File: config.mk
export PLATFORM = sky130hd
export DESIGN_NAME = stepper_controller_top
export DESIGN_NICKNAME = d
export VERILOG_FILES = /design/src/stepper_pkg.sv /design/src/dda_axis.sv /design/src/move_sequencer.sv /design/src/stepper_controller_top.sv /design/src/word_command_decoder.sv
export SDC_FILE = /design/constraint.sdc
export NUM_CORES = 2
export LEC_CHECK = 0
export ABC_CLOCK_PERIOD_IN_PS = 18900
export BUFFER_PORTS_ARGS = -buffer_cell sky130_fd_sc_hd__buf_2
export CELL_PAD_IN_SITES_DETAIL_PLACEMENT = 1
export CELL_PAD_IN_SITES_GLOBAL_PLACEMENT = 1
export CORE_MARGIN = 10
export CORE_UTILIZATION = 55
export DETAILED_ROUTE_END_ITERATION = 8
export PLACE_DENSITY_LB_ADDON = 0.1
export SYNTH_ARGS = -nofsm -noshare
export SYNTH_HDL_FRONTEND = slang
export SYNTH_SLANG_ARGS = --single-unit
File: constraint.sdc
create_clock -name CLK -period 18.9 [get_ports CLK]
set_input_delay 5.67 -clock CLK [delete_from_list [all_inputs] [get_ports CLK]]
set_output_delay 5.67 -clock CLK [all_outputs]
set_load 0.005 [all_outputs]
File: src/stepper_pkg.sv
// Shared widths, command codes and host word layout, referenced by scoped name from the RTL
package stepper_pkg;

  // Datapath widths
  localparam int word_bits     = 64;
  localparam int dda_bits      = 64;  // Increment, velocity and accumulator
  localparam int duration_bits = 32;  // Move length in DDA ticks
  localparam int position_bits = 32;
  localparam int divisor_bits  = 8;

  // Reset value of the step-rate divider
  localparam int default_clock_divisor = 32;

  // Returned by the version read, one byte each
  localparam logic [7:0] version_major = 8'd1;
  localparam logic [7:0] version_minor = 8'd2;
  localparam logic [7:0] version_patch = 8'd0;
  localparam logic [7:0] version_devel = 8'd1;

  // Command codes in the top byte of a header word
  typedef enum logic [7:0] {
    cmd_coordinated_step = 8'h01,
    cmd_motor_enable     = 8'h0a,
    cmd_motor_brake      = 8'h0b,
    cmd_clock_divisor    = 8'h20,
    cmd_stepper_fault    = 8'h50,
    cmd_api_version      = 8'hfe
  } cmd_e;

  // First word of a message
  typedef struct packed {
    logic [7:0]  cmd;
    logic [6:0]  reserved;
    logic        channel;   // Motor select of the dropped per-channel configs
    logic [47:0] payload;   // Masks, divisor or move directions in the low bits
  } header_t;

  // Header words use the struct view, continuation words the raw view
  typedef union packed {
    header_t              header;
    logic [word_bits-1:0] raw;
  } host_word_u;

  // One buffered move for one axis
  typedef struct packed {
    logic                dir;
    logic [dda_bits-1:0] increment;
    logic [dda_bits-1:0] incrementincrement;
  } move_t;

endpackage

File: src/dda_axis.sv
// Single axis DDA with acceleration, producing step pulses and a signed position count
`timescale 1ns/1ps

module dda_axis (
  input  logic                                  CLK,
  input  logic                                  resetn,
  input  logic                                  dda_tick,
  input  logic                                  loading,
  input  logic                                  executing,
  input  stepper_pkg::move_t                    move,
  output logic                                  step,
  output logic                                  dir,
  output logic [stepper_pkg::position_bits-1:0] position
);

  logic [stepper_pkg::dda_bits-1:0] velocity;
  logic [stepper_pkg::dda_bits-1:0] accumulator;
  logic [stepper_pkg::dda_bits-1:0] next_velocity;
  logic [stepper_pkg::dda_bits:0]   sum;  // Top bit is the step carry
  logic                             advance;

  assign advance       = executing && dda_tick;
  assign next_velocity = velocity + move.incrementincrement;
  assign sum           = {1'b0, accumulator} + {1'b0, next_velocity};

  // Integrator, loaded at every move start
  always_ff @(posedge CLK) begin
    if (loading) begin
      velocity    <= move.increment;
      accumulator <= '0;
    end else if (advance) begin
      velocity    <= next_velocity;
      accumulator <= sum[stepper_pkg::dda_bits-1:0];
    end
  end

  always_ff @(posedge CLK) begin
    if (resetn) begin
      step     <= 1'b0;
      dir      <= 1'b0;
      position <= '0;
    end else begin
      step <= advance & sum[stepper_pkg::dda_bits];
      if (loading) begin
        dir <= move.dir;
      end
      // Count tracks the step being issued
      if (advance && sum[stepper_pkg::dda_bits]) begin
        position <= dir ? position + 1'b1 : position - 1'b1;
      end
    end
  end

endmodule

File: src/move_sequencer.sv
// Move sequencer: DDA tick divider, slot ready flags, duration counting and move events
`timescale 1ns/1ps

module move_sequencer #(
  parameter int buffer_size = 2,
  localparam int index_bits = (buffer_size > 1) ? $clog2(buffer_size) : 1
) (
  input  logic                                  CLK,
  input  logic                                  resetn,
  input  logic [stepper_pkg::divisor_bits-1:0]  clock_divisor,
  input  logic                                  buf_write,
  input  logic [index_bits-1:0]                 buf_index,
  input  logic [stepper_pkg::duration_bits-1:0] duration,
  output logic                                  dda_tick,
  output logic [index_bits-1:0]                 read_index,
  output logic                                  loading,
  output logic                                  executing,
  output logic                                  move_done,
  output logic                                  buffer_dtr
);

  localparam logic [index_bits-1:0] last_index = index_bits'(buffer_size - 1);

  logic [stepper_pkg::divisor_bits-1:0]  div_count;
  logic [buffer_size-1:0]                ready;      // One flag per committed slot
  logic [stepper_pkg::duration_bits-1:0] slot_duration [buffer_size];
  logic [stepper_pkg::duration_bits-1:0] remaining;  // Ticks left in the active move
  logic                                  last_tick;

  assign buffer_dtr = ~&ready;
  assign last_tick  = executing && dda_tick && (remaining <= 1);

  // Divisor of 0 or 1 ticks every cycle
  always_ff @(posedge CLK) begin
    if (resetn) begin
      div_count <= '0;
      dda_tick  <= 1'b0;
    end else if (({1'b0, div_count} + 1'b1) >= {1'b0, clock_divisor}) begin
      div_count <= '0;
      dda_tick  <= 1'b1;
    end else begin
      div_count <= div_count + 1'b1;
      dda_tick  <= 1'b0;
    end
  end

  always_ff @(posedge CLK) begin
    if (buf_write) begin
      slot_duration[buf_index] <= duration;
    end
  end

  always_ff @(posedge CLK) begin
    if (resetn) begin
      ready      <= '0;
      read_index <= '0;
      loading    <= 1'b0;
      executing  <= 1'b0;
      move_done  <= 1'b0;
      remaining  <= '0;
    end else begin
      loading   <= 1'b0;
      move_done <= 1'b0;

      // Start on the first tick that finds the current slot filled
      if (!executing && !loading && ready[read_index] && dda_tick) begin
        loading <= 1'b1;
      end

      if (loading) begin
        executing <= 1'b1;
        remaining <= slot_duration[read_index];
      end else if (last_tick) begin
        executing         <= 1'b0;
        move_done         <= 1'b1;
        ready[read_index] <= 1'b0;  // Slot free for the host again
        read_index        <= (read_index == last_index) ? '0 : read_index + 1'b1;
      end else if (executing && dda_tick) begin
        remaining <= remaining - 1'b1;
      end

      if (buf_write) begin
        ready[buf_index] <= 1'b1;
      end
    end
  end

  a_load_exclusive: assert property (
    @(posedge CLK) disable iff (resetn) !(loading && executing)
  );

  a_done_single: assert property (
    @(posedge CLK) disable iff (resetn) move_done |=> !move_done
  );

endmodule

File: src/stepper_controller_top.sv
// Top level of the stepper command unit that a host drives through the word strobe handshake
`timescale 1ns/1ps

module stepper_controller_top #(
  parameter int num_motors  = 2,
  parameter int buffer_size = 2,
  localparam int index_bits = (buffer_size > 1) ? $clog2(buffer_size) : 1
) (
  input  logic                              CLK,
  input  logic                              resetn,
  input  stepper_pkg::host_word_u           word_data,
  input  logic                              word_received,
  input  logic [num_motors-1:0]             fault,
  output logic [stepper_pkg::word_bits-1:0] word_send_data,
  output logic [num_motors-1:0]             step,
  output logic [num_motors-1:0]             dir,
  output logic [num_motors-1:0]             enable,
  output logic [num_motors-1:0]             brake,
  output logic                              buffer_dtr,
  output logic                              move_done
);

  logic [stepper_pkg::divisor_bits-1:0]  clock_divisor;
  logic                                  buf_write;
  logic [index_bits-1:0]                 buf_index;
  logic [stepper_pkg::duration_bits-1:0] duration;
  stepper_pkg::move_t                    move_slot [buffer_size][num_motors];
  logic [stepper_pkg::position_bits-1:0] positions [num_motors];
  logic                                  dda_tick;
  logic [index_bits-1:0]                 read_index;
  logic                                  loading;
  logic                                  executing;

  word_command_decoder #(.num_motors(num_motors), .buffer_size(buffer_size)) u_decoder (
    .CLK, .resetn, .word_data, .word_received, .fault, .positions,
    .word_send_data, .enable, .brake, .dir_write (), .clock_divisor,
    .buf_write, .buf_index, .duration, .move_slot
  );

  move_sequencer #(.buffer_size(buffer_size)) u_sequencer (
    .CLK, .resetn, .clock_divisor, .buf_write, .buf_index, .duration,
    .dda_tick, .read_index, .loading, .executing, .move_done, .buffer_dtr
  );

  for (genvar a = 0; a < num_motors; a++) begin : g_axis
    // Active slot chosen by the sequencer
    dda_axis u_dda_axis (
      .CLK, .resetn, .dda_tick, .loading, .executing,
      .move     (move_slot[read_index][a]),
      .step     (step[a]),
      .dir      (dir[a]),
      .position (positions[a])
    );
  end

endmodule

File: src/word_command_decoder.sv
// Host word decoder: strobe edge detect, control registers, move buffer writes and reply words
`timescale 1ns/1ps

module word_command_decoder #(
  parameter int num_motors  = 2,
  parameter int buffer_size = 2,
  localparam int index_bits = (buffer_size > 1) ? $clog2(buffer_size) : 1
) (
  input  logic                                     CLK,
  input  logic                                     resetn,
  input  stepper_pkg::host_word_u                  word_data,
  input  logic                                     word_received,
  input  logic [num_motors-1:0]                    fault,
  input  logic [stepper_pkg::position_bits-1:0]    positions [num_motors],
  output logic [stepper_pkg::word_bits-1:0]        word_send_data,
  output logic [num_motors-1:0]                    enable,
  output logic [num_motors-1:0]                    brake,
  output logic [num_motors-1:0]                    dir_write,
  output logic [stepper_pkg::divisor_bits-1:0]     clock_divisor,
  output logic                                     buf_write,
  output logic [index_bits-1:0]                    buf_index,
  output logic [stepper_pkg::duration_bits-1:0]    duration,
  output stepper_pkg::move_t                       move_slot [buffer_size][num_motors]
);

  localparam logic [index_bits-1:0] last_index = index_bits'(buffer_size - 1);
  localparam logic [7:0] last_word_count = 8'(2 * num_motors + 1);

  logic [2:0] strobe_sync;  // Two sync stages plus the edge reference
  logic       strobe_rise;
  logic       in_move;      // Inside a coordinated move, next word is raw data
  logic [7:0] word_count;   // Continuation words seen, duration word is 1
  logic       header_word;
  logic       move_word;
  logic       last_word;
  logic [index_bits-1:0] write_index;

  // Positions taken at the move header, replayed during the continuation words
  logic [stepper_pkg::position_bits-1:0] snapshot [num_motors];

  assign strobe_rise = strobe_sync[1] & ~strobe_sync[2];
  assign header_word = strobe_rise & ~in_move;
  assign move_word   = strobe_rise & in_move;
  assign last_word   = move_word && (word_count == last_word_count);

  // Control state and replies
  always_ff @(posedge CLK) begin
    if (resetn) begin
      strobe_sync    <= '0;
      word_send_data <= '0;
      enable         <= '0;
      brake          <= '0;
      clock_divisor  <= stepper_pkg::divisor_bits'(stepper_pkg::default_clock_divisor);
      in_move        <= 1'b0;
      word_count     <= '0;
      write_index    <= '0;
      buf_write      <= 1'b0;
      buf_index      <= '0;
    end else begin
      strobe_sync <= {strobe_sync[1:0], word_received};
      buf_write   <= 1'b0;

      if (header_word) begin
        word_send_data <= '0;  // Anything not listed replies zero
        case (word_data.header.cmd)
          stepper_pkg::cmd_coordinated_step: begin
            in_move    <= 1'b1;
            word_count <= 8'd1;
          end
          stepper_pkg::cmd_motor_enable: enable <= word_data.header.payload[num_motors-1:0];
          stepper_pkg::cmd_motor_brake:  brake  <= word_data.header.payload[num_motors-1:0];
          stepper_pkg::cmd_clock_divisor: begin
            clock_divisor <= word_data.header.payload[stepper_pkg::divisor_bits-1:0];
          end
          stepper_pkg::cmd_stepper_fault: begin
            word_send_data[num_motors-1:0] <= fault;
          end
          stepper_pkg::cmd_api_version: begin
            word_send_data[31:0] <= {stepper_pkg::version_devel, stepper_pkg::version_major,
                                     stepper_pkg::version_minor, stepper_pkg::version_patch};
          end
          default: word_send_data <= '0;
        endcase
      end else if (move_word) begin
        word_count     <= word_count + 8'd1;
        word_send_data <= '0;  // Increment words carry no position

        // Duration word returns axis 0, incrementincrement of axis a returns axis a+1
        if (word_count == 8'd1) begin
          word_send_data <= stepper_pkg::word_bits'(snapshot[0]);
        end
        for (int a = 0; a < num_motors - 1; a++) begin
          if (word_count == 8'(2 * a + 3)) begin
            word_send_data <= stepper_pkg::word_bits'(snapshot[a+1]);
          end
        end

        if (last_word) begin
          in_move     <= 1'b0;
          word_count  <= '0;
          buf_write   <= 1'b1;
          buf_index   <= write_index;
          write_index <= (write_index == last_index) ? '0 : write_index + 1'b1;
        end
      end
    end
  end

  // Move payload and position snapshot
  always_ff @(posedge CLK) begin
    if (header_word && word_data.header.cmd == stepper_pkg::cmd_coordinated_step) begin
      dir_write <= word_data.header.payload[num_motors-1:0];
      for (int a = 0; a < num_motors; a++) begin
        snapshot[a] <= positions[a];
      end
    end

    if (move_word) begin
      if (word_count == 8'd1) begin
        duration <= word_data.raw[stepper_pkg::duration_bits-1:0];
      end
      for (int a = 0; a < num_motors; a++) begin
        if (word_count == 8'(2 * a + 2)) begin
          move_slot[write_index][a].increment <= word_data.raw;
        end
        if (word_count == 8'(2 * a + 3)) begin
          move_slot[write_index][a].incrementincrement <= word_data.raw;
        end
        if (last_word) begin
          move_slot[write_index][a].dir <= dir_write[a];  // Direction lands with the commit
        end
      end
    end
  end

  a_buf_index_range: assert property (
    @(posedge CLK) disable iff (resetn) buf_write |-> (int'(buf_index) < buffer_size)
  );

endmodule

# After elaboration in Yosys (flattened, before gate mapping)
# Memory sizes are Yosys's and may differ from the RTL's. A register that Yosys moved wholly into a read port is not among the register bits.
# Index checks and enable logic that the tools add are counted.
[op_classes]
add_sub_neg = 14
n_mul = 0
n_div = 0
n_lt_le_gt_ge = 9
n_eq_ne = 13
shifts = 0
mux = 79
bitwise_logic = 15
n_reduce_logical = 32
[op_table]
columns = ["operator", "n"]
rows = [
  ["516-bit two-way mux", 11],
  ["516-bit bitwise mux", 6],
  ["258-bit demux with 1-bit select", 6],
  ["258-bit two-way mux", 4],
  ["64-bit two-way mux", 5],
  ["32-bit two-way mux", 9],
  ["257-bit two-way mux", 1],
  ["193-bit two-way mux", 1],
  ["64-bit by 64-bit adder with 65-bit output", 2],
  ["129-bit two-way mux", 1],
  ["64-bit adder", 2],
  ["128-bit two-way mux", 1],
  ["32-bit by 1-bit subtractor with 32-bit output, second input constant", 3],
  ["32-bit by 1-bit adder with 32-bit output, second input constant", 2],
  ["32-bit by 1-bit less-or-equal comparator with 1-bit output, second input constant", 1],
  ["8-bit two-way mux", 4],
  ["23-bit two-way mux", 1],
  ["1-bit two-way mux", 22],
  ["8-bit by 1-bit adder with 8-bit output, second input constant", 2],
  ["8-bit by 1-bit equality test with 1-bit output, second input constant", 2],
  ["8-bit by 2-bit equality test with 1-bit output, second input constant", 2],
  ["8-bit by 3-bit equality test with 1-bit output, second input constant", 2],
  ["8-bit by 4-bit equality test with 1-bit output, second input constant", 2],
  ["2-bit AND reduction", 8],
  ["other kinds (26)", 62],
]
[word_totals]
reg_bits = 980
latch_bits = 0
ramBits = 128
romBits = 0
in_bits = 69
out_inout_bits = 74
word_cells = 206
n_memories = 2
[mem_list]
columns = ["name", "words", "word_bits", "read_ports", "rd_clocked_by_memory_dff", "wr", "line", "rtl"]
rows = [
  ["u_decoder.snapshot", 2, 32, 2, 0, 2, "word_command_decoder.sv:39", "logic [stepper_pkg::position_bits-1:0] snapshot [num_motors];"],
  ["u_sequencer.slot_duration", 2, 32, 1, 1, 1, "move_sequencer.sv:26", "logic [stepper_pkg::duration_bits-1:0] slot_duration [buffer_size];"],
]

# Logic depth before layout (Yosys ltp)
[depth]
word_depth = 22
depth_mapped = 31
ltp_nobuf = 27

# By module
# From an unflattened synthesis, not the netlist that was laid out.
[hier_totals]
hier_cells = 5577
hier_area_um2 = 61158.7
[modules_own_cells]
columns = ["mod", "instances", "cells_each", "area_each_um2", "seq_area_each_um2"]
rows = [
  ["word_command_decoder", 1, 919, 21395.5, 19618.8],
  ["dda_axis at g_axis[1].u_dda_axis", 1, 1953, 15344.7, 3883.7],
  ["dda_axis at g_axis[0].u_dda_axis", 1, 1943, 15247.1, 3883.7],
  ["move_sequencer", 1, 475, 5196.2, 2882.8],
  ["stepper_controller_top", 1, 287, 3975.1, 0.0],
]

# Worst setup path after synthesis
# OpenSTA, ideal clock, no wires.
[synth_path]
path_type = "input to register"
startpoint = "input port word_data[58] in the netlist's numbering"
endpoint = "register u_decoder.word_count[4]"
arrival_ns = 11.893
t_required_ns = 18.809
path_slack_ns = 6.916
path_stages = 9
n_path_buf = 1
cell_sequence = "nor4_1 -> nand4b_1 -> nor3_1 -> or2_2 -> clkbuf_1 -> nand4_1 -> nor2_1 -> nor2_1 -> a311oi_1"
[synth_between]
elab_chain_cells = 3
[synth_rtl]
columns = ["element", "line", "rtl"]
rows = [
  ["from (decl)", "stepper_controller_top.sv:11", "input stepper_pkg::host_word_u word_data,"],
  ["8-bit by 1-bit equality test with 1-bit output", "word_command_decoder.sv:65", "case (word_data.header.cmd)"],
  ["2-bit inequality test (no line)", "--", ""],
  ["2-bit AND reduction (no line)", "--", ""],
  ["to (signal assigned)", "word_command_decoder.sv:85", "word_count <= word_count + 8'd1;"],
  ["to (decl)", "word_command_decoder.sv:32", "logic [7:0] word_count;"],
]
# No other way between the ends.
# A chain may end at the register's enable or synchronous reset.

# Worst setup path after layout
[layout_path]
startpoint = "register u_sequencer.read_index"
endpoint = "register g_axis[0].u_dda_axis.position[6] in the netlist's numbering"
[layout_between]
elab_chain_cells = 7
[layout_rtl]
columns = ["element", "line", "rtl"]
rows = [
  ["from (decl)", "move_sequencer.sv:15", "output logic [index_bits-1:0] read_index,"],
  ["from (signal assigned)", "move_sequencer.sv:77", "read_index <= (read_index == last_index) ? '0 : read_index + 1'b1;"],
  ["1-bit NOT with 2-bit output (not written as such)", "stepper_controller_top.sv:49", ".move (move_slot[read_index][a]),"],
  ["258-bit two-way mux (3 in series)", "--", ""],
  ["64-bit adder", "dda_axis.sv:23", "assign next_velocity = velocity + move.incrementincrement;"],
  ["64-bit by 64-bit adder with 65-bit output", "dda_axis.sv:24", "assign sum = {1'b0, accumulator} + {1'b0, next_velocity};"],
  ["1-bit logical AND", "dda_axis.sv:48", "if (advance && sum[stepper_pkg::dda_bits]) begin"],
  ["to (signal assigned)", "dda_axis.sv:49", "position <= dir ? position + 1'b1 : position - 1'b1;"],
  ["to (decl)", "dda_axis.sv:13", "output logic [stepper_pkg::position_bits-1:0] position"],
]
# No other way between the ends. The select of a mux whose other input is x is not followed.

==> results.sh <==
export IMPL_cap_violations=0
export IMPL_setup_violations=0
export IMPL_rsz0062_at_grt="false"
export IMPL_finalPower_uw=5356
export IMPL_grt_pass1_wl_um=264700
export IMPL_dieArea_um2=118900
export IMPL_multi_input_comb_area_um2=26250
export IMPL_start_kind="flop"
export IMPL_finalClockSkew_ns=0.04566
export IMPL_cp_required_ns=19.47
export IMPL_internal_power_uw=4135
export IMPL_syn_area_um2=58010
export IMPL_synth_area_leader_cell="edfxtp_1"
export IMPL_async_flop_share=0
export IMPL_drt_wl_total_um=171600
export IMPL_powerDensity_nw_per_um2=84.15
export IMPL_path_class="reg2reg"
export IMPL_synth_cell_types=105
export IMPL_fin_crit_sh=0.4687
export IMPL_hold_path_class="reg2reg"
export IMPL_hpwlAfterDp_um=115900
export IMPL_clock_latency_ns=0.75
export IMPL_clock_sinks=1109
export IMPL_clock_fmax_mhz=112.9
export IMPL_swShare=0.2280
export IMPL_p_clk_frac=0.455
export IMPL_drtAntennaViolNets=0
export IMPL_die_width_um=344.8
export IMPL_pwr_share_seq=0.492
export IMPL_maxSlewViolCount=0
export IMPL_viasPerCell=6.253
export IMPL_globalplace_congestion=0.9031
export IMPL_layout_commonest_cell="edfxtp_1"
export IMPL_ys_warn_count=0
export IMPL_drcViolationCount=0
export IMPL_cts_tree="built"
export IMPL_drive_gt1_frac=0.1020
export IMPL_comb_power_share=0.053
export IMPL_io_buffer_count=110
export IMPL_leakagePower_uw=0.02469
export IMPL_nFillCells=11020
export IMPL_cts_setup_buffers=0
export IMPL_yosys_register_bits=1109
export IMPL_antenna_found_initial=8
export IMPL_cts_made_buffers=118
export IMPL_synth_area_per_cell_um2=10.92
export IMPL_area_growth_synth_to_final_pct=9.727
export IMPL_cts_buffer_depth=3
export IMPL_switchingPower_uw=1222
export IMPL_hold_violations=0
export IMPL_routedWlPerCell_um=25.11
export IMPL_tns_ns=0
export IMPL_cts_max_level=3
export IMPL_coreArea_um2=105000
export IMPL_synth_edff_count=806
export IMPL_critical_path_arrival_ns=9.43
export IMPL_rows=119
export IMPL_yosys_most_used_dff="edfxtp_1"
export IMPL_vias=42730
export IMPL_layout_common_cells="edfxtp_1 (806), a21oi_1 (522), nand2_1 (506)"
export IMPL_nNetsFinal=5741
export IMPL_die_h_um=344.8
export IMPL_synth_area_leaders="edfxtp_1 (42%), dfxtp_1 (10%), ha_1 (7.1%), a21oi_1 (4.5%), mux2i_1 (3.9%)"
export IMPL_yosysSeqAreaShare=0.5218
export IMPL_synth_top_cell_area_share=0.4172
export IMPL_grt_pass1_vias=45090
export IMPL_cp_end_kind="flop"
export IMPL_cts_hold_buf=0
export IMPL_status="completed"
export IMPL_drt_pass1_iterations=6
export IMPL_grt_max_degree=91
export IMPL_cts_resized=0
export IMPL_critPathMaxFanout=52
export IMPL_pin_count=143
export IMPL_max_slew_margin_rel=0.1601
export IMPL_clk_pin_slew_worst_paths_ns=0.07
export IMPL_ir_worst_vdd_mv=0.08308
export IMPL_overflow=0
export IMPL_fin_crit_ns=8.859
export IMPL_register_area_um2=30280
export IMPL_cts_root_buf="clkbuf_16"
export IMPL_grt_use_total=0.2831
export IMPL_initial_core_util=0.5526
export IMPL_synthCells=5312
export IMPL_worst_slew_pin_slew_ns=1.257
export IMPL_drt_first_iter_violations=3581
[Yosys cell counts (all sizes together) (35+ instances only)]
cell type and instances:
nor2 409, mux2 138, inv 109, mux2i 226, and3 37, a21o 201
nor2b 43, a21oi 524, o21ai 331, xor2 116, nor3 72, ha 330
buf 75, xnor2 198, o21bai 56, edfxtp 806, dfxtp 303, o21a 51
a211oi 42, nand4 69, nand3 82, nand2 510, a31oi 35, clkbuf 204
[critical path, stage by stage (launching register included)]
cell and delay (ns):
dfxtp_4 0.89, buf_4 0.69, buf_4 0.75, mux2_2 0.42, ha_1 0.38, and2_1 0.31, nand3_1 0.11, o221ai_1 0.21
nor2_1 0.10, a31o_2 0.32, o31a_1 0.35, o31ai_2 0.42, and4bb_1 0.34, nor2_1 0.11, o21ai_1 0.16, xor2_1 0.27
ha_1 0.37, o21ai_0 0.12, nand2b_1 0.10, a21o_1 0.19, a2111oi_0 0.69, o41ai_4 0.21, o211ai_4 0.13, buf_4 0.54
mux2i_1 0.27, nor2_1 0.06
[metal layers]
metal  vias to the layer above  wire, um  GRT usage
li1                      19710         -          -
met1                     21540     73480     0.3702
met3                       314      8969    0.04037
met5                         -        13          0
met4                         2      5293    0.08916
met2                      1171     83820     0.4833
[kinds of logic after synthesis]
logic type                 after synthesis  synth area share
xor gates and xnor gates               314           0.04741
AOI/OAI and AO/OA                     1444            0.1576
adders and majority gates              336           0.07325
other                                    1        0.00006464
and+or+nand+nor                       1356            0.1050
muxes                                  364           0.06578
buffers and inverters                  388           0.02916
DFF                                   1109            0.5218
[sequential cells by signal, indices dropped and copies added, names as in the netlist, 3 cells and up, named ones only]
signal,cells
u_sequencer.div_count,8
u_decoder.word_count,8
g_axis.u_dda_axis.accumulator,128
u_sequencer.slot_duration,64
u_decoder.clock_divisor,8
u_decoder.duration,32
g_axis.u_dda_axis.velocity,128
u_decoder.snapshot,64
u_sequencer.remaining,32
u_decoder.word_send_data,32
u_decoder.move_slot,516
u_decoder.strobe_sync,3
g_axis.u_dda_axis.position,64
[path summary, 6_finish.rpt]
check,start,end,slack (ns),depth (start not counted)
setup / recovery,u_sequencer.read_index,g_axis[0].u_dda_axis.position[6],10.04,25
hold / removal,u_decoder.duration[28],u_sequencer.slot_duration[1][28],0.44,0
setup reg to reg,u_sequencer.read_index,g_axis[0].u_dda_axis.position[6],10.04,25
hold reg to reg,u_decoder.duration[28],u_sequencer.slot_duration[1][28],0.44,0
[metrics by stage]
step / utilization / worst slack (ns) / instances / area [um^2] / hold slack [ns]
floorplan: - / 6.916 / 5343 / 58130 / 0.4138
global placement: 0.5675 / 10.34 / 6607 / 59570 / 0.4220
detailed placement: 0.5675 / 10.14 / 6607 / 59570 / 0.4307
CTS: 0.6064 / 10.05 / 6832 / 63650 / 0.4454
global route: 0.6064 / 9.309 / 6833 / 63650 / 0.4586
finish: 0.6064 / 10.04 / 6834 / 63650 / 0.4450
[power by group through the flow]
stage / combinational [uW] / clock (uW) / sequential [uW]
after CTS: 279 / 2470 / 2630
after global placement: 266 / 0 / 2680
after global routing: 312 / 2570 / 2640
final: 283 / 2440 / 2630
after floorplan: 196 / 0 / 2680
after detailed placement: 275 / 0 / 2690
[cell type report]
cell class              instances  share of cell area
diodes                          2          0.00007863
repair buffers                152             0.01390
well taps                    1391             0.02734
multi-input cells            3846              0.4124
flip-flops and latches       1109              0.4757
clock buffers                 158             0.05134
clock inverters                67             0.01266
inverters                     109            0.006585
Power figures use the tool's default switching activity.
